File: src/vertex_pkg.sv
package vertex_pkg;

	////////////////////////////////////////////////////////////////////////
	// widths and batch constants
	////////////////////////////////////////////////////////////////////////
	localparam int vertex_bits      = 32;  // one field, also the vertex id
	localparam int vertex_bytes     = 4;
	localparam int cl_vertex_num    = 4;   // fields per cacheline
	localparam int cacheline_bits   = 128;
	localparam int cacheline_bytes  = 16;  // offset step per batch
	localparam int addr_bits        = 32;
	localparam int size_bits        = 8;
	localparam int job_bits         = 128; // id, in_degree, out_degree, edges_idx
	localparam int fifo_depth       = 32;
	localparam int outstanding_bits = 4;

	// which per-vertex array a command or response belongs to
	typedef enum logic [1:0] {
		IN_DEGREE,
		OUT_DEGREE,
		EDGES_IDX
	} vertex_struct_t;

	typedef enum logic [3:0] {
		SEQ_RESET,
		SEQ_INIT,
		SEQ_WAIT,
		SEQ_CALC_SIZE,
		SEQ_IDLE,
		SEQ_SEND_IN_DEGREE,
		SEQ_SEND_OUT_DEGREE,
		SEQ_SEND_EDGES_IDX
	} seq_state_t;

	// read requests must be a power of two in bytes
	function automatic logic [size_bits-1:0] request_size_of(input logic [size_bits-1:0] count);
		int bytes;
		int size;
		bytes = count * vertex_bytes;
		size  = 1;
		for (int i = 0; i < size_bits; i++) begin
			if (size < bytes)
				size = size * 2;
		end
		return size[size_bits-1:0];
	endfunction

endpackage

File: src/vertex_read_sequencer.sv
`timescale 1ns/100ps

module vertex_read_sequencer (
	input  logic                                  clock,
	input  logic                                  rstn,
	input  logic                                  start,
	input  logic [vertex_pkg::vertex_bits-1:0]    num_vertices,
	input  logic [vertex_pkg::addr_bits-1:0]      in_degree_base,
	input  logic [vertex_pkg::addr_bits-1:0]      out_degree_base,
	input  logic [vertex_pkg::addr_bits-1:0]      edges_idx_base,
	input  logic                                  read_almost_full,
	input  logic                                  resp_valid,
	input  logic                                  streams_pending,
	input  logic [$clog2(vertex_pkg::fifo_depth+1)-1:0] fifo_level,
	input  logic                                  fifo_almost_full,
	output logic                                  cmd_valid,
	output logic [vertex_pkg::addr_bits-1:0]      cmd_address,
	output logic [vertex_pkg::size_bits-1:0]      cmd_size,
	output logic [vertex_pkg::size_bits-1:0]      cmd_real_size,
	output vertex_pkg::vertex_struct_t            cmd_struct,
	output logic                                  shift_start
);

	vertex_pkg::seq_state_t state, next_state;

	logic [vertex_pkg::addr_bits-1:0]        in_base_q;
	logic [vertex_pkg::addr_bits-1:0]        out_base_q;
	logic [vertex_pkg::addr_bits-1:0]        edges_base_q;
	logic [vertex_pkg::addr_bits-1:0]        offset;      // running offset into each array
	logic [vertex_pkg::vertex_bits-1:0]      remaining;   // vertices not yet requested
	logic [vertex_pkg::size_bits-1:0]        batch_next;
	logic [vertex_pkg::outstanding_bits-1:0] outstanding;
	logic batch_ready;
	logic job_done;

	assign batch_ready = (remaining != '0) && (outstanding == '0) && !streams_pending &&
		(fifo_level < vertex_pkg::fifo_depth - vertex_pkg::cl_vertex_num);
	assign job_done    = (remaining == '0) && (outstanding == '0) && !streams_pending;

	// one cacheline worth of vertices, or whatever is left
	assign batch_next = (remaining >= vertex_pkg::cl_vertex_num) ?
		vertex_pkg::size_bits'(vertex_pkg::cl_vertex_num) :
		remaining[vertex_pkg::size_bits-1:0];

	////////////////////////////////////////////////////////////////////////
	// batch state machine
	////////////////////////////////////////////////////////////////////////
	always_ff @(posedge clock or negedge rstn) begin
		if (!rstn)
			state <= vertex_pkg::SEQ_RESET;
		else
			state <= next_state;
	end

	always_comb begin
		next_state = state;
		case (state)
			vertex_pkg::SEQ_RESET: begin
				if (start)
					next_state = vertex_pkg::SEQ_INIT;
			end
			vertex_pkg::SEQ_INIT: begin
				next_state = vertex_pkg::SEQ_WAIT;
			end
			vertex_pkg::SEQ_WAIT: begin
				if (batch_ready)
					next_state = vertex_pkg::SEQ_CALC_SIZE;
				else if (job_done)
					next_state = vertex_pkg::SEQ_RESET; // ready for another start
			end
			vertex_pkg::SEQ_CALC_SIZE: begin
				next_state = vertex_pkg::SEQ_IDLE;
			end
			vertex_pkg::SEQ_IDLE: begin
				if (!read_almost_full)
					next_state = vertex_pkg::SEQ_SEND_IN_DEGREE;
			end
			vertex_pkg::SEQ_SEND_IN_DEGREE: begin
				if (!read_almost_full)
					next_state = vertex_pkg::SEQ_SEND_OUT_DEGREE;
			end
			vertex_pkg::SEQ_SEND_OUT_DEGREE: begin
				if (!read_almost_full)
					next_state = vertex_pkg::SEQ_SEND_EDGES_IDX;
			end
			vertex_pkg::SEQ_SEND_EDGES_IDX: begin
				if (!read_almost_full)
					next_state = vertex_pkg::SEQ_WAIT;
			end
			default: next_state = vertex_pkg::SEQ_RESET;
		endcase
	end

	// vertices left to request, counted down per batch
	always_ff @(posedge clock or negedge rstn) begin
		if (!rstn) begin
			remaining <= '0;
		end else begin
			if (state == vertex_pkg::SEQ_RESET && start)
				remaining <= num_vertices;
			else if (state == vertex_pkg::SEQ_CALC_SIZE)
				remaining <= remaining - batch_next;
		end
	end

	always_ff @(posedge clock) begin
		case (state)
			vertex_pkg::SEQ_RESET: begin
				if (start) begin
					in_base_q    <= in_degree_base;
					out_base_q   <= out_degree_base;
					edges_base_q <= edges_idx_base;
				end
			end
			vertex_pkg::SEQ_INIT: offset <= '0;
			vertex_pkg::SEQ_CALC_SIZE: begin
				cmd_real_size <= batch_next;
				cmd_size      <= vertex_pkg::request_size_of(batch_next);
			end
			vertex_pkg::SEQ_SEND_EDGES_IDX: begin
				if (!read_almost_full) // last command of the batch
					offset <= offset + vertex_pkg::addr_bits'(vertex_pkg::cacheline_bytes);
			end
			default: ;
		endcase
	end

	////////////////////////////////////////////////////////////////////////
	// command outputs
	////////////////////////////////////////////////////////////////////////
	assign cmd_valid = !read_almost_full && (state inside {vertex_pkg::SEQ_SEND_IN_DEGREE,
		vertex_pkg::SEQ_SEND_OUT_DEGREE, vertex_pkg::SEQ_SEND_EDGES_IDX});

	always_comb begin
		case (state)
			vertex_pkg::SEQ_SEND_OUT_DEGREE: begin
				cmd_address = out_base_q + offset;
				cmd_struct  = vertex_pkg::OUT_DEGREE;
			end
			vertex_pkg::SEQ_SEND_EDGES_IDX: begin
				cmd_address = edges_base_q + offset;
				cmd_struct  = vertex_pkg::EDGES_IDX;
			end
			default: begin
				cmd_address = in_base_q + offset;
				cmd_struct  = vertex_pkg::IN_DEGREE;
			end
		endcase
	end

	// outstanding responses go up per command and down per response
	always_ff @(posedge clock or negedge rstn) begin
		if (!rstn)
			outstanding <= '0;
		else if (cmd_valid && !resp_valid)
			outstanding <= outstanding + 1'b1;
		else if (resp_valid && !cmd_valid)
			outstanding <= outstanding - 1'b1;
	end

	// streams move together once every line of the batch has landed
	assign shift_start = (outstanding == '0) && streams_pending && !fifo_almost_full;

	a_outstanding_range: assert property (@(posedge clock) disable iff (!rstn)
		!(cmd_valid && !resp_valid && outstanding == '1) &&
		!(resp_valid && !cmd_valid && outstanding == '0));

	// a held-off command keeps its array and address until it goes out
	a_held_cmd_kept: assert property (@(posedge clock) disable iff (!rstn)
		(read_almost_full && state inside {vertex_pkg::SEQ_SEND_IN_DEGREE,
		vertex_pkg::SEQ_SEND_OUT_DEGREE, vertex_pkg::SEQ_SEND_EDGES_IDX}) |=>
		($stable(cmd_struct) && $stable(cmd_address)));

endmodule

File: config.mk
export PLATFORM = sky130hd
export DESIGN_NAME = vertex_read_sequencer
export DESIGN_NICKNAME = d
export VERILOG_FILES = /design/src/vertex_pkg.sv /design/src/vertex_read_sequencer.sv
export SDC_FILE = /design/constraint.sdc
export NUM_CORES = 1
export LEC_CHECK = 0
export ABC_AREA = 1
export BUFFER_PORTS_ARGS = -buffer_cell sky130_fd_sc_hd__buf_2
export CORE_ASPECT_RATIO = 0.7
export CORE_UTILIZATION = 55
export CTS_CLUSTER_DIAMETER = 150
export DETAILED_ROUTE_END_ITERATION = 16
export PLACE_DENSITY = 0.88
export SLEW_MARGIN = 0
export SYNTH_ARGS = -nofsm -noshare
export SYNTH_HDL_FRONTEND = slang
export SYNTH_SLANG_ARGS = --single-unit
File: constraint.sdc
create_clock -name clock -period 17.8 [get_ports clock]
set_clock_uncertainty 0.05 [all_clocks]
set_input_delay 3.56 -clock clock [delete_from_list [all_inputs] [get_ports clock]]
set_output_delay 3.56 -clock clock [all_outputs]
set_load 0.02 [all_outputs]
**Word level (Yosys, flattened, before mapping)**

Cells that the tools add are included.

- Output and inout port bits: 52
- Logic and storage cells: 99
- Bits in registers: 184

- Add/sub/neg operators: 7
- Muxes and demuxes: 32
- Reductions and logical operators: 27
- Equality and inequality tests: 13
- $lt $le $gt $ge: 10

Operators by type and width:

| kind | count |
|---|---|
| 32-bit 2-to-1 mux | 16 |
| 32-bit by 11-bit < comparator with 1-bit output | 7 |
| 32-bit one-hot mux with 2 select lines | 2 |
| 32-bit adder | 3 |
| 4-bit 2-to-1 mux | 9 |
| 32-bit by 5-bit adder with 32-bit output, second input constant | 1 |
| 32-bit by 3-bit >= comparator with 1-bit output, second input constant | 1 |
| 32-bit logical NOT | 1 |
| 4-bit one-hot mux with 8 select lines | 1 |
| 32-bit nonzero test | 1 |
| 32-bit by 8-bit subtractor with 32-bit output | 1 |
| 4-bit by 3-bit == test with 1-bit output, second input constant | 4 |
| 8-bit 2-to-1 mux | 2 |
| 1-bit logical AND | 11 |
| 1-bit by 10-bit < comparator with 1-bit output, first input constant | 1 |
| 2-bit inequality test, second input constant | 5 |
| 4-bit by 2-bit == test with 1-bit output, second input constant | 2 |
| 4-bit logical NOT | 2 |
| 6-bit by 5-bit < comparator with 1-bit output, second input constant | 1 |
| 6-bit AND reduction | 1 |
| 2-bit nonzero test | 3 |
| 1-bit logical NOT | 5 |
| 4-bit by 1-bit adder with 4-bit output, second input constant | 1 |
| 4-bit by 1-bit == test with 1-bit output, second input constant | 1 |
| 6 further kinds | 7 |

**Logic depth before layout (Yosys ltp)**

Gate-level depths: netlist (run 1).

- Depth in word-level cells: 25
- Gate-level depth with buffers: 44
- Gate-level depth less buffers: 44

**Least setup slack after synthesis (run 1)**

Ideal clock, no wire load.

- Path type: input-to-output
- Start point: input port read_almost_full
- End point: output port cmd_valid
- Buffers on the path: 0
- Data required time: 14.190 ns
- Setup slack: 10.090 ns
- Cell stages on the path: 1
- Data arrival time: 4.100 ns
- Cells stage by stage: nor3_1

- Longest elaborated chain between the ends: 2

Ends and longest elaborated chain:

| item | RTL line | source |
|---|---|---|
| from (decl) | vertex_read_sequencer.sv:11 | `input logic read_almost_full,` |
| 1-bit logical NOT | vertex_read_sequencer.sv:131 | `assign cmd_valid = !read_almost_full && (state inside {vertex_pkg::SEQ_SEND_IN_DEGREE,` |
| 1-bit logical AND | vertex_read_sequencer.sv:131 |  |
| to (decl) | vertex_read_sequencer.sv:16 | `output logic cmd_valid,` |

No other way between the ends.

==> flow_summary_export.csv, run 1 <==
group,metric,value,unit
clock_network,cts.clk_slew.worst_paths,70,ps
pwr,switching_power,0.00107,W
synthesis,synth_compound_area_frac,0.124,
setup_path,r2r_cells,38,
setup_path,critPathLaunch,"state[2]$_DFFE_PN0P_",
synthesis,synth.yosys.seq_area_share,0.514,
setup_path,start_kind,"flop",
clock_network,postCtsResizedCells,0,
clock_network,cts_sinks,179,
drt,dr.pass1.iters,5,
timing,fin_crit_sh,0.507,
setup_path,rr_startpoint,"remaining[22]$_DFFE_PN0P_",
timing,hold_slack,444,ps
setup_path,path_max_fanout,14,
synthesis,ys_ff_latch,179,
pwr,power.leakage,5.34,nW
synthesis,synth_top_family_by_area,"simple AND/OR/NAND/NOR gates",
timing,tightest_slew,914,ps
pwr,p_comb_frac,0.546,
grt,track_usage,0.262,
cells_and_area,nets,1472,
cells_and_area,fillers,1374,
timing,rsz0062_at_grt,"no",
clock_network,cts_max_path_buffers,2,
synthesis,synth_mux_area_frac,0.00211,
synthesis,synth-xor-area-share,0.0373,
synthesis,syn_area_per_cell,9.37,um2
placed_design,dp_hpwl,17200,um
job,cap_violations,0,
synthesis,ys_async_sr_fraction,0.218,
setup_path,r2r_end,"cmd_size[7]$_DFFE_PP_",
pwr,p_seq_frac,0.285,
clock_network,cts_tree,"done",
timing,fmax,111,MHz
setup_path,worstSetupPathType,"reg2out",
synthesis,postSynthCellCount,1076,
hold_path,min_to,"outstanding[3]$_DFFE_PN0P_",
drt,routedWlPerCell,15.7,um
cells_and_area,mostFrequentLayoutCells,"nand2_1, buf_2, edfxtp_1",
drt,routed_via_density,5.48,
floorplan,core_area,18000,um2
clock_network,cts-root-buf,"clkbuf_16",
clock_network,postCtsHoldBufs,0,
synthesis,syn_area,10100,um2
floorplan,die_y,115,um
cells_and_area,final_area,12000,um2
hold_path,hp-start,"outstanding[3]$_DFFE_PN0P_",
floorplan,die_w,164,um
timing,hold_viol,0,
pwr,max-vdd-ir-drop,209,uV
clock_network,htree_levels,4,
synthesis,synth_flop_cell,"edfxtp_1",
cells_and_area,final_common_cell,"nand2_1",
synthesis,synth_adder_area_share,0.0635,
synthesis,ys_types,52,
hold_path,hold_depth,1,
clock_network,post_cts_buffers,0,
timing,period_needed,9030,ps
floorplan,die_area,18900,um2
cells_and_area,layout-drive-gt1-share,0.219,
placed_design,gp_congestion,0.889,
grt,grt_pass1_vias,7949,
placed_design,dpl_cell_area,11400,um2
grt,grt_start_max_net_pins,67,
drt,ant_nets,0,
clock_network,cts-buffers-inserted,17,
drt,wl,24000,um
floorplan,ioPinCount,193,
setup_path,worstSetupEndpointType,"primary output",
drt,via_count,8385,
run_status,outcome,"finished, final reports clean",
hold_path,hp-class,"reg2reg",
grt,grt_pass1_wl,38400,um
pwr,netSwitchingFraction,0.474,
grt,overflow,0,
floorplan,start_util,0.560,
timing,drv_slew,0,
timing,setup_viol,0,
setup_path,crit_arrival,5420,ps
clock_network,clk_latency,440,ps
pwr,powerDensity,189,nW/um2
floorplan,num_rows,41,
synthesis,yosys_warnings,0,
drt,drtIter0Drc,824,
pwr,clock_power_share,0.170,
timing,relSlewSlack,0.391,
cells_and_area,fin_util,0.665,
synthesis,synthSimpleGateAreaFrac,0.210,
placed_design,port_buffers,190,
grt,antenna_found_initial,2,
timing,timing.setup.tns,0,ps
synthesis,synth-edff-count,140,
pwr,p_int,0.00119,W
cells_and_area,areaGrowthSynthToFinish,18.7,%
setup_path,r2r_slack,9490,ps
setup_path,cp.required,14190,ps
drt,drc,0,
[flip-flops by register name, indices dropped and copies added (netlist names)]
signal         flops
cmd_real_size      8
cmd_size           8
edges_base_q      32
in_base_q         32
offset            28
out_base_q        32
outstanding        4
remaining         32
state              3
[metal layers]
metal  share of wire  routed length (um)  GRT usage
met5         0.00050                  12          0
met2            0.45               10900      0.418
met3           0.070                1680     0.0574
met4           0.016                 391     0.0846
met1            0.46               11000      0.357
[cells by family after synthesis]
kind of cell | after synthesis
buf+inv | 128
compound gates | 208
fa+ha+maj | 50
mux | 2
flops | 179
xor+xnor | 43
simple gates | 464
other cells | 2
[critical path: stages, from the launching register on]
cell	delay (ps)
dfrtp_1	470
inv_1	240
nor2_4	60
inv_1	380
o21ai_0	160
inv_1	190
nand2_1	70
nand2_1	90
ha_1	190
fa_1	230
nand3_1	80
nand3_1	120
a21oi_1	80
o21bai_1	210
a21o_1	150
a21oi_1	90
o21ai_0	440
a21oi_1	120
o21bai_1	250
a21boi_0	240
o21bai_1	400
a21oi_1	170
o21ai_0	210
xor2_1	150
buf_2	190
[area by class of cell]
type | instances | area, um2 | area share
multi-input cells | 779 | 4490 | 0.375
clock inverters | 15 | 168 | 0.0140
clock buffers | 17 | 425 | 0.0355
flip-flops and latches | 179 | 5180 | 0.432
inverters | 106 | 403 | 0.0336
diodes | 1 | 2.50 | 0.000209
well taps | 236 | 295 | 0.0247
repair buffers | 198 | 1010 | 0.0844
[synthesized netlist by cell type (all sizes together), types with 2 or more instances]
| library cell | n | share of area |
|---|---|---|
| a211oi | 3 | 0.0027 |
| a21boi | 4 | 0.0030 |
| a21o | 3 | 0.0022 |
| a21oi | 62 | 0.031 |
| a22oi | 27 | 0.020 |
| a31oi | 3 | 0.0025 |
| clkbuf | 22 | 0.0082 |
| conb | 2 | 0.00074 |
| dfrtp | 39 | 0.097 |
| edfxtp | 140 | 0.42 |
| fa | 2 | 0.0040 |
| ha | 48 | 0.060 |
| inv | 105 | 0.039 |
| nand2 | 256 | 0.11 |
| nand3 | 51 | 0.027 |
| nand4 | 9 | 0.0056 |
| nor2 | 114 | 0.052 |
| nor3 | 23 | 0.012 |
| nor3b | 3 | 0.0022 |
| nor4 | 6 | 0.0037 |
| o2111ai | 2 | 0.0035 |
| o211ai | 13 | 0.010 |
| o21a | 2 | 0.0015 |
| o21ai | 73 | 0.036 |
| o21bai | 3 | 0.0022 |
| o221ai | 2 | 0.0017 |
| o22ai | 5 | 0.0031 |
| o31ai | 4 | 0.0030 |
| xnor2 | 13 | 0.011 |
| xor2 | 30 | 0.026 |
[power by group through the flow]
stage | sequential (W) | clock, W | combinational (W)
4_1_cts | 0.000641 | 0.000389 | 0.00123
5_1_grt | 0.000654 | 0.000404 | 0.00136
2_1_floorplan | 0.000646 | 0 | 0.000858
3_3_place_gp | 0.000643 | 0 | 0.00118
3_5_place_dp | 0.000647 | 0 | 0.00122
6_report | 0.000643 | 0.000383 | 0.00123
[metrics by stage]
stage / setup slack, ps / power [W] / std cells
4_1_cts: 8800 / 0.00226 / 1530
6_report: 8770 / 0.00226 / 1531
5_1_grt: 8390 / 0.00241 / 1530
2_1_floorplan: 10090 / 0.00150 / 1086
3_5_place_dp: 9300 / 0.00187 / 1498
3_3_place_gp: 9450 / 0.00182 / 1498
[worst max-delay path by stage]
| stage | endpoint | slack, ps |
|---|---|---|
| 6_report | cmd_address[28] | 8770 |
| 5_1_grt | cmd_address[28] | 8390 |
| 4_1_cts | cmd_address[28] | 8800 |
| 3_5_place_dp | cmd_address[28] | 9300 |
| 3_3_place_gp | cmd_address[28] | 9450 |
| 2_1_floorplan | cmd_valid | 10090 |
Note: power is estimated with default switching activity, not from simulation.
==> inputs of run 2 (changes only) <==
--- a/config.mk
+++ b/config.mk
@@ -5,13 +5,13 @@
 export SDC_FILE = /design/constraint.sdc
 export NUM_CORES = 1
 export LEC_CHECK = 0
-export ABC_AREA = 1
+export ABC_AREA = 0
 export BUFFER_PORTS_ARGS = -buffer_cell sky130_fd_sc_hd__buf_2
 export CORE_ASPECT_RATIO = 0.7
-export CORE_UTILIZATION = 55
+export CORE_UTILIZATION = 51
 export CTS_CLUSTER_DIAMETER = 150
 export DETAILED_ROUTE_END_ITERATION = 16
-export PLACE_DENSITY = 0.88
+export PLACE_DENSITY = 0.87
 export SLEW_MARGIN = 0
 export SYNTH_ARGS = -nofsm -noshare
 export SYNTH_HDL_FRONTEND = slang
==> constraint.sdc (replaced) <==
create_clock -name clock -period 8 [get_ports clock]
set_clock_uncertainty 0.05 [all_clocks]
set_input_delay 1.6 -clock clock [delete_from_list [all_inputs] [get_ports clock]]
set_output_delay 1.6 -clock clock [all_outputs]
set_load 0.02 [all_outputs]
==> run 2 against run 1 <==
Count of clock-buffer cells in the layout stayed put. Critical path depth is 8 higher. Final area is 1.5% higher. Setup slack worse by 8600 ps. Power is 110% higher. Synthesized cell count is 15% lower. Highest routed layer unchanged. Die area is 5.8% higher. Critical path type is now reg2reg. Non-clock buffer count is 26 higher. Largest cell class unchanged. Core utilization is 2.5 points lower. Cell count is 7.7% lower. Sequential power is 130% higher. Register-to-register slack worse by 9300 ps.
==> flow_summary_export.csv, run 2 <==
group,metric,value,unit
pwr,power.leakage,4.96,nW
floorplan,start_util,0.522,
drt,dr.pass1.iters,5,
synthesis,synth_flop_cell,"edfxtp_1",
timing,hold_viol,0,
timing,tightest_slew,1160,ps
timing,fmax,128,MHz
setup_path,endpoint,"cmd_size[2]$_DFFE_PP_",
synthesis,yosysTopAreaCell,"edfxtp_1",
setup_path,crit_arrival,7920,ps
timing,fin_ws,197,ps
floorplan,die_w,169,um
drt,wl_met2,10400,um
drt,highest_layer,"met5",
floorplan,ioPinCount,193,
grt,grt_start_max_net_pins,116,
placed_design,gp_congestion,0.852,
synthesis,yosys-top-cells-area,"edfxtp_1, dfrtp_1, ha_1",
drt,drc,0,
timing,fin_crit_sh,0.975,
cells_and_area,fin_util,0.641,
setup_path,rr_startpoint,"remaining[22]$_DFFE_PN0P_",
clock_network,cts_sinks,179,
cells_and_area,layout-drive-gt1-share,0.270,
grt,track_usage,0.231,
synthesis,syn_area_per_cell,10.8,um2
synthesis,synth-edff-count,140,
drt,via_count,7694,
synthesis,synth_top_area_frac,0.424,
placed_design,dp_hpwl,16300,um
floorplan,die_area,20000,um2
grt,antenna_found_initial,1,
hold_path,hp-start,"outstanding[3]$_DFFE_PN0P_",
timing,drv_slew,0,
setup_path,start_kind,"flop",
timing,setup_viol,0,
drt,met3_length,1500,um
clock_network,cts-buffers-inserted,17,
synthesis,yosys_warnings,0,
synthesis,syn_area,9900,um2
clock_network,postCtsHoldBufs,0,
setup_path,worstSetupEndpointType,"flop",
setup_path,path_max_fanout,7,
synthesis,synth.yosys.seq_area_share,0.523,
grt,grt_pass1_wl,36100,um
drt,drtIter0Drc,577,
synthesis,yosysMostFrequentCell,"edfxtp_1",
placed_design,pre_cts_slack,-114,ps
grt,grt_pass1_vias,7379,
setup_path,critPathMaxStageDelay,570,ps
synthesis,ys_async_sr_fraction,0.218,
setup_path,worstSetupPathType,"reg2reg",
synthesis,synth_common_cells,"edfxtp_1, nor2_1, a21oi_1, nand2_1, o21ai_0",
clock_network,cts_max_path_buffers,2,
floorplan,num_rows,42,
synthesis,ys_ff_latch,179,
placed_design,port_buffers,190,
clock_network,htree_levels,4,
synthesis,postSynthCellCount,916,
cells_and_area,mostFrequentLayoutCells,"buf_2, edfxtp_1, nor2_1",
drt,routed_via_density,5.45,
timing,relSlewSlack,0.226,
clock_network,cts_tree,"done",
setup_path,slowest_stage,"or4_4",
drt,routedWlPerCell,16.1,um
cells_and_area,final_common_cell,"buf_2",
cells_and_area,diodes,0,
setup_path,r2r_cells,32,
setup_path,r2r_slack,200,ps
drt,ant_nets,0,
synthesis,ys_types,70,
floorplan,die_y,119,um
clock_network,cts-root-buf,"clkbuf_16",
drt,wl_met1,10500,um
setup_path,r2r_end,"cmd_size[2]$_DFFE_PP_",
cells_and_area,regArea,5180,um2
cells_and_area,multi_input_area,4720,um2
job,cap_violations,0,
hold_path,hp-class,"reg2reg",
floorplan,core_area,19000,um2
clock_network,cts.clk_slew.worst_paths,70,ps
cells_and_area,nets,1327,
run_status,outcome,"finished, final reports clean",
setup_path,cp.required,8120,ps
timing,rsz0062_at_grt,"yes",
cells_and_area,fillers,1435,
pwr,powerDensity,386,nW/um2
drt,wl,22700,um
clock_network,clk_latency,430,ps
cells_and_area,areaGrowthSynthToFinish,22.7,%
timing,period_needed,7800,ps
setup_path,critPathLaunch,"remaining[22]$_DFFE_PN0P_",
grt,overflow,0,
pwr,max-vdd-ir-drop,189,uV
[run 2: changes by cell type in the layout (fill, tap and decap cells not counted), moves of 30 or more]
| cell | previous run | this run |
|---|---|---|
| mux2i_1 | 1 | 38 |
| nand3_1 | 47 | 17 |
| nand2_1 | 235 | 78 |
| inv_1 | 101 | 24 |
[run 2: worst min path at each step]
stage                                  to  depth (start not counted)
2_1_floorplan  outstanding[3]$_DFFE_PN0P_                          1
3_3_place_gp   outstanding[3]$_DFFE_PN0P_                          1
3_5_place_dp   outstanding[3]$_DFFE_PN0P_                          1
4_1_cts        outstanding[3]$_DFFE_PN0P_                          1
5_1_grt        outstanding[3]$_DFFE_PN0P_                          1
6_report       outstanding[3]$_DFFE_PN0P_                          1
[run 2: layer usage]
metal  global-route usage  vias up
li1                     -     3781
met1                0.322     3614
met2                0.356      272
met3               0.0556       25
met4               0.0767        2
met5                    0        -
[run 2: repair_timing]
action,in CTS,in global routing
gates resized for setup,3,30
pin swaps,0,12
setup buffers,0,10
gates cloned,0,0
setup endpoints to repair,7,8
[run 2: kinds of logic after synthesis]
| group | share of synthesized area |
|---|---|
| simple gates | 0.144 |
| compound gates | 0.131 |
| flops | 0.523 |
| xor+xnor | 0.0654 |
| buf+inv | 0.0244 |
| fa+ha+maj | 0.0647 |
| mux | 0.0470 |
| other cells | 0.000758 |
[run 2: final cells by class]
| type | instances | area share |
|---|---|---|
| clock buffers | 17 | 0.0350 |
| clock inverters | 15 | 0.0146 |
| inverters | 27 | 0.00855 |
| multi-input cells | 687 | 0.388 |
| flip-flops and latches | 179 | 0.426 |
| well taps | 264 | 0.0272 |
| repair buffers | 224 | 0.0999 |
[run 2: power by group]
group / leakage (nW) / switching, W / total (W) / internal [W]
clock network: 0.297 / 0.000366 / 0.000861 / 0.000495
logic: 2.90 / 0.00143 / 0.00232 / 0.000885
registers: 1.76 / 0.000231 / 0.00151 / 0.00128
total: 4.96 / 0.00203 / 0.00469 / 0.00266
[run 2: critical path, delay by kind of cell, from the launching register on]
family                   cells  cell delay [ps]
AND/OR/NAND/NOR             10             2650
multiplexers                 3              980
adder cells (fa/ha/maj)      5             1240
buffers and inverters        2              140
flip-flops                   1              410
AO/OA/AOI/OAI               12             2080
[run 2: per-stage QoR]
stage                     std cells  hold WS, ps  TNS [ps]  instance area [um2]  power [W]
after detailed placement       1371          407      -184                11300    0.00378
after global routing           1413          447     -1100                12200    0.00497
after floorplan                 926          385         0                10000    0.00310
after global placement         1371          404         0                11300    0.00369
final                          1413          425         0                12200    0.00469
after CTS                      1403          423         0                11900    0.00466
==> inputs of run 3 (changes only) <==
--- a/config.mk
+++ b/config.mk
@@ -5,13 +5,13 @@
 export SDC_FILE = /design/constraint.sdc
 export NUM_CORES = 1
 export LEC_CHECK = 0
-export ABC_AREA = 0
+export ABC_AREA = 1
 export BUFFER_PORTS_ARGS = -buffer_cell sky130_fd_sc_hd__buf_2
 export CORE_ASPECT_RATIO = 0.7
 export CORE_UTILIZATION = 51
 export CTS_CLUSTER_DIAMETER = 150
 export DETAILED_ROUTE_END_ITERATION = 16
-export PLACE_DENSITY = 0.87
+export PLACE_DENSITY = 0.86
 export SLEW_MARGIN = 0
 export SYNTH_ARGS = -nofsm -noshare
 export SYNTH_HDL_FRONTEND = slang
==> run 3 against run 2 <==
Final area decreased by 1.2%. Critical endpoint is now cmd_address[28]. Flip-flop and latch count is the same. Sequential power decreased by 5%. Hold slack gained 17 ps. Critical path type is now reg2out. Highest routed layer is now met4.
==> flow_summary_export.csv, run 3 (same netlist as run 1, synthesis figures left out) <==
group,metric,value,unit
placed_design,pre_cts_slack,178,ps
floorplan,ioPinCount,193,
floorplan,num_rows,42,
timing,fmax,134,MHz
timing,fin_ws,523,ps
clock_network,cts_sinks,179,
pwr,power.leakage,5.33,nW
setup_path,worstSetupEndpointType,"primary output",
clock_network,clk_latency,430,ps
grt,grt_start_max_net_pins,78,
timing,setup_viol,0,
cells_and_area,regArea,5180,um2
floorplan,die_area,20400,um2
setup_path,critPathMaxStageDelay,470,ps
clock_network,cts_max_path_buffers,2,
timing,fin_crit_sh,0.935,
grt,overflow,0,
clock_network,htree_levels,4,
cells_and_area,nets,1473,
drt,routedWlPerCell,15.6,um
cells_and_area,multi_input_area,4510,um2
grt,grt_pass1_wl,38800,um
cells_and_area,final_common_cell,"nand2_1",
hold_path,hp-class,"reg2reg",
clock_network,post_cts_buffers,0,
clock_network,cts-root-buf,"clkbuf_16",
clock_network,cts-buffers-inserted,17,
timing,hold_viol,0,
timing,tightest_slew,951,ps
cells_and_area,fillers,1559,
setup_path,cp.buffers_inverters,4,
clock_network,cts.clk_slew.worst_paths,60,ps
floorplan,die_w,170,um
setup_path,r2r_slack,580,ps
drt,wl,24400,um
timing,hold_slack,442,ps
timing,relSlewSlack,0.365,
setup_path,crit_top_cell,"a21oi_1",
timing,rsz0062_at_grt,"no",
floorplan,start_util,0.527,
pwr,p_seq_frac,0.286,
drt,routed_via_density,5.40,
pwr,clock_power_share,0.160,
setup_path,cp.required,6350,ps
placed_design,gp_congestion,0.899,
setup_path,path_cells,"inv_1, nor2_4, inv_1, o21ai_0, inv_1, nand2_1, nand2_1, ha_1, fa_1, nand3_1, nand3_1, a21oi_1, o21bai_1, a21o_1, a21oi_1, o21ai_0, a21oi_1, o21bai_1, a21boi_0, o21bai_1, a21oi_1, o21ai_0, xor2_1, buf_2",
job,cap_violations,0,
timing,drv_slew,0,
cells_and_area,layout-drive-gt1-share,0.222,
grt,grt_pass1_vias,8081,
grt,antenna_found_initial,1,
run_status,outcome,"finished, final reports clean",
drt,via_count,8431,
clock_network,cts_tree,"done",
pwr,max-vdd-ir-drop,187,uV
clock_network,postCtsHoldBufs,0,
pwr,switching_power,0.00238,W
placed_design,port_buffers,190,
pwr,p_int,0.00261,W
drt,ant_nets,0,
setup_path,crit_family,"compound AO/OA/AOI/OAI gates",
cells_and_area,mostFrequentLayoutCells,"nand2_1, buf_2, edfxtp_1",
drt,drtIter0Drc,676,
drt,drc,0,
setup_path,path_max_fanout,14,
cells_and_area,final_area,12000,um2
timing,timing.setup.tns,0,ps
setup_path,start_kind,"flop",
setup_path,slowest_stage,"o21ai_0",
grt,track_usage,0.243,
cells_and_area,fin_cells,1560,
placed_design,dp.cells,1527,
pwr,netSwitchingFraction,0.478,
placed_design,dp_hpwl,17700,um
drt,dr.pass1.iters,5,
pwr,p_comb_frac,0.554,
floorplan,core_area,19100,um2
placed_design,dpl_cell_area,11400,um2
floorplan,die_y,120,um
setup_path,crit_arrival,5830,ps
cells_and_area,areaGrowthSynthToFinish,19.1,%
pwr,powerDensity,416,nW/um2
timing,period_needed,7480,ps
setup_path,worstSetupPathType,"reg2out",
run 3: worst register-to-register path: cells and delay by family (launching register included):
| family | cells | cell delay (ps) |
|---|---|---|
| AO/OA/AOI/OAI | 9 | 1900 |
| adder cells (fa/ha/maj) | 5 | 1470 |
| buffers and inverters | 6 | 720 |
| flip-flops | 1 | 440 |
| AND/OR/NAND/NOR | 19 | 2580 |
run 3: power groups by stage:
stage	clock, W	combinational [W]	sequential, W
floorplan	0	0.00191	0.00144
global placement	0	0.00263	0.00143
detailed placement	0	0.00274	0.00144
CTS	0.000809	0.00276	0.00142
global route	0.000842	0.00304	0.00145
finish	0.000797	0.00277	0.00143
run 3: area by class of cell:
type | instances | share of cell area
Antenna cell | 1 | 0.000208
Clock buffer | 18 | 0.0357
Clock inverter | 14 | 0.0109
Inverter | 106 | 0.0335
Multi-Input combinational cell | 779 | 0.376
Sequential cell | 179 | 0.431
Tap cell | 264 | 0.0275
Timing Repair Buffer | 199 | 0.0848
run 3: metrics by stage:
step | util | power (W)
CTS | 0.627 | 0.00499
floorplan | - | 0.00334
detailed placement | 0.597 | 0.00418
global placement | 0.597 | 0.00406
global route | 0.628 | 0.00533
finish | 0.628 | 0.00499
run 3: path summary, 6_finish.rpt:
kind	from	to	cells after the start
max	state[2]$_DFFE_PN0P_	cmd_address[28]	24
min	outstanding[3]$_DFFE_PN0P_	outstanding[3]$_DFFE_PN0P_	1
max reg2reg	remaining[22]$_DFFE_PN0P_	cmd_size[7]$_DFFE_PP_	39
min reg2reg	outstanding[3]$_DFFE_PN0P_	outstanding[3]$_DFFE_PN0P_	1
max in group asynchronous	rstn	outstanding[0]$_DFFE_PN0P_	1
min in group asynchronous	rstn	remaining[24]$_DFFE_PN0P_	1
run 3: timing repair:
action | in CTS | in global routing
endpoints found under the setup margin | 0 | 8
endpoints found under the hold margin | 0 | 0
gates resized for setup | 0 | 5
run 3: per-layer routing:
metal	vias up	GRT usage	wire, um
met2	318	0.393	11200
met5	-	0	0
met3	41	0.0445	1680
met4	0	0.0850	489
li1	4129	-	-
met1	3943	0.330	11000
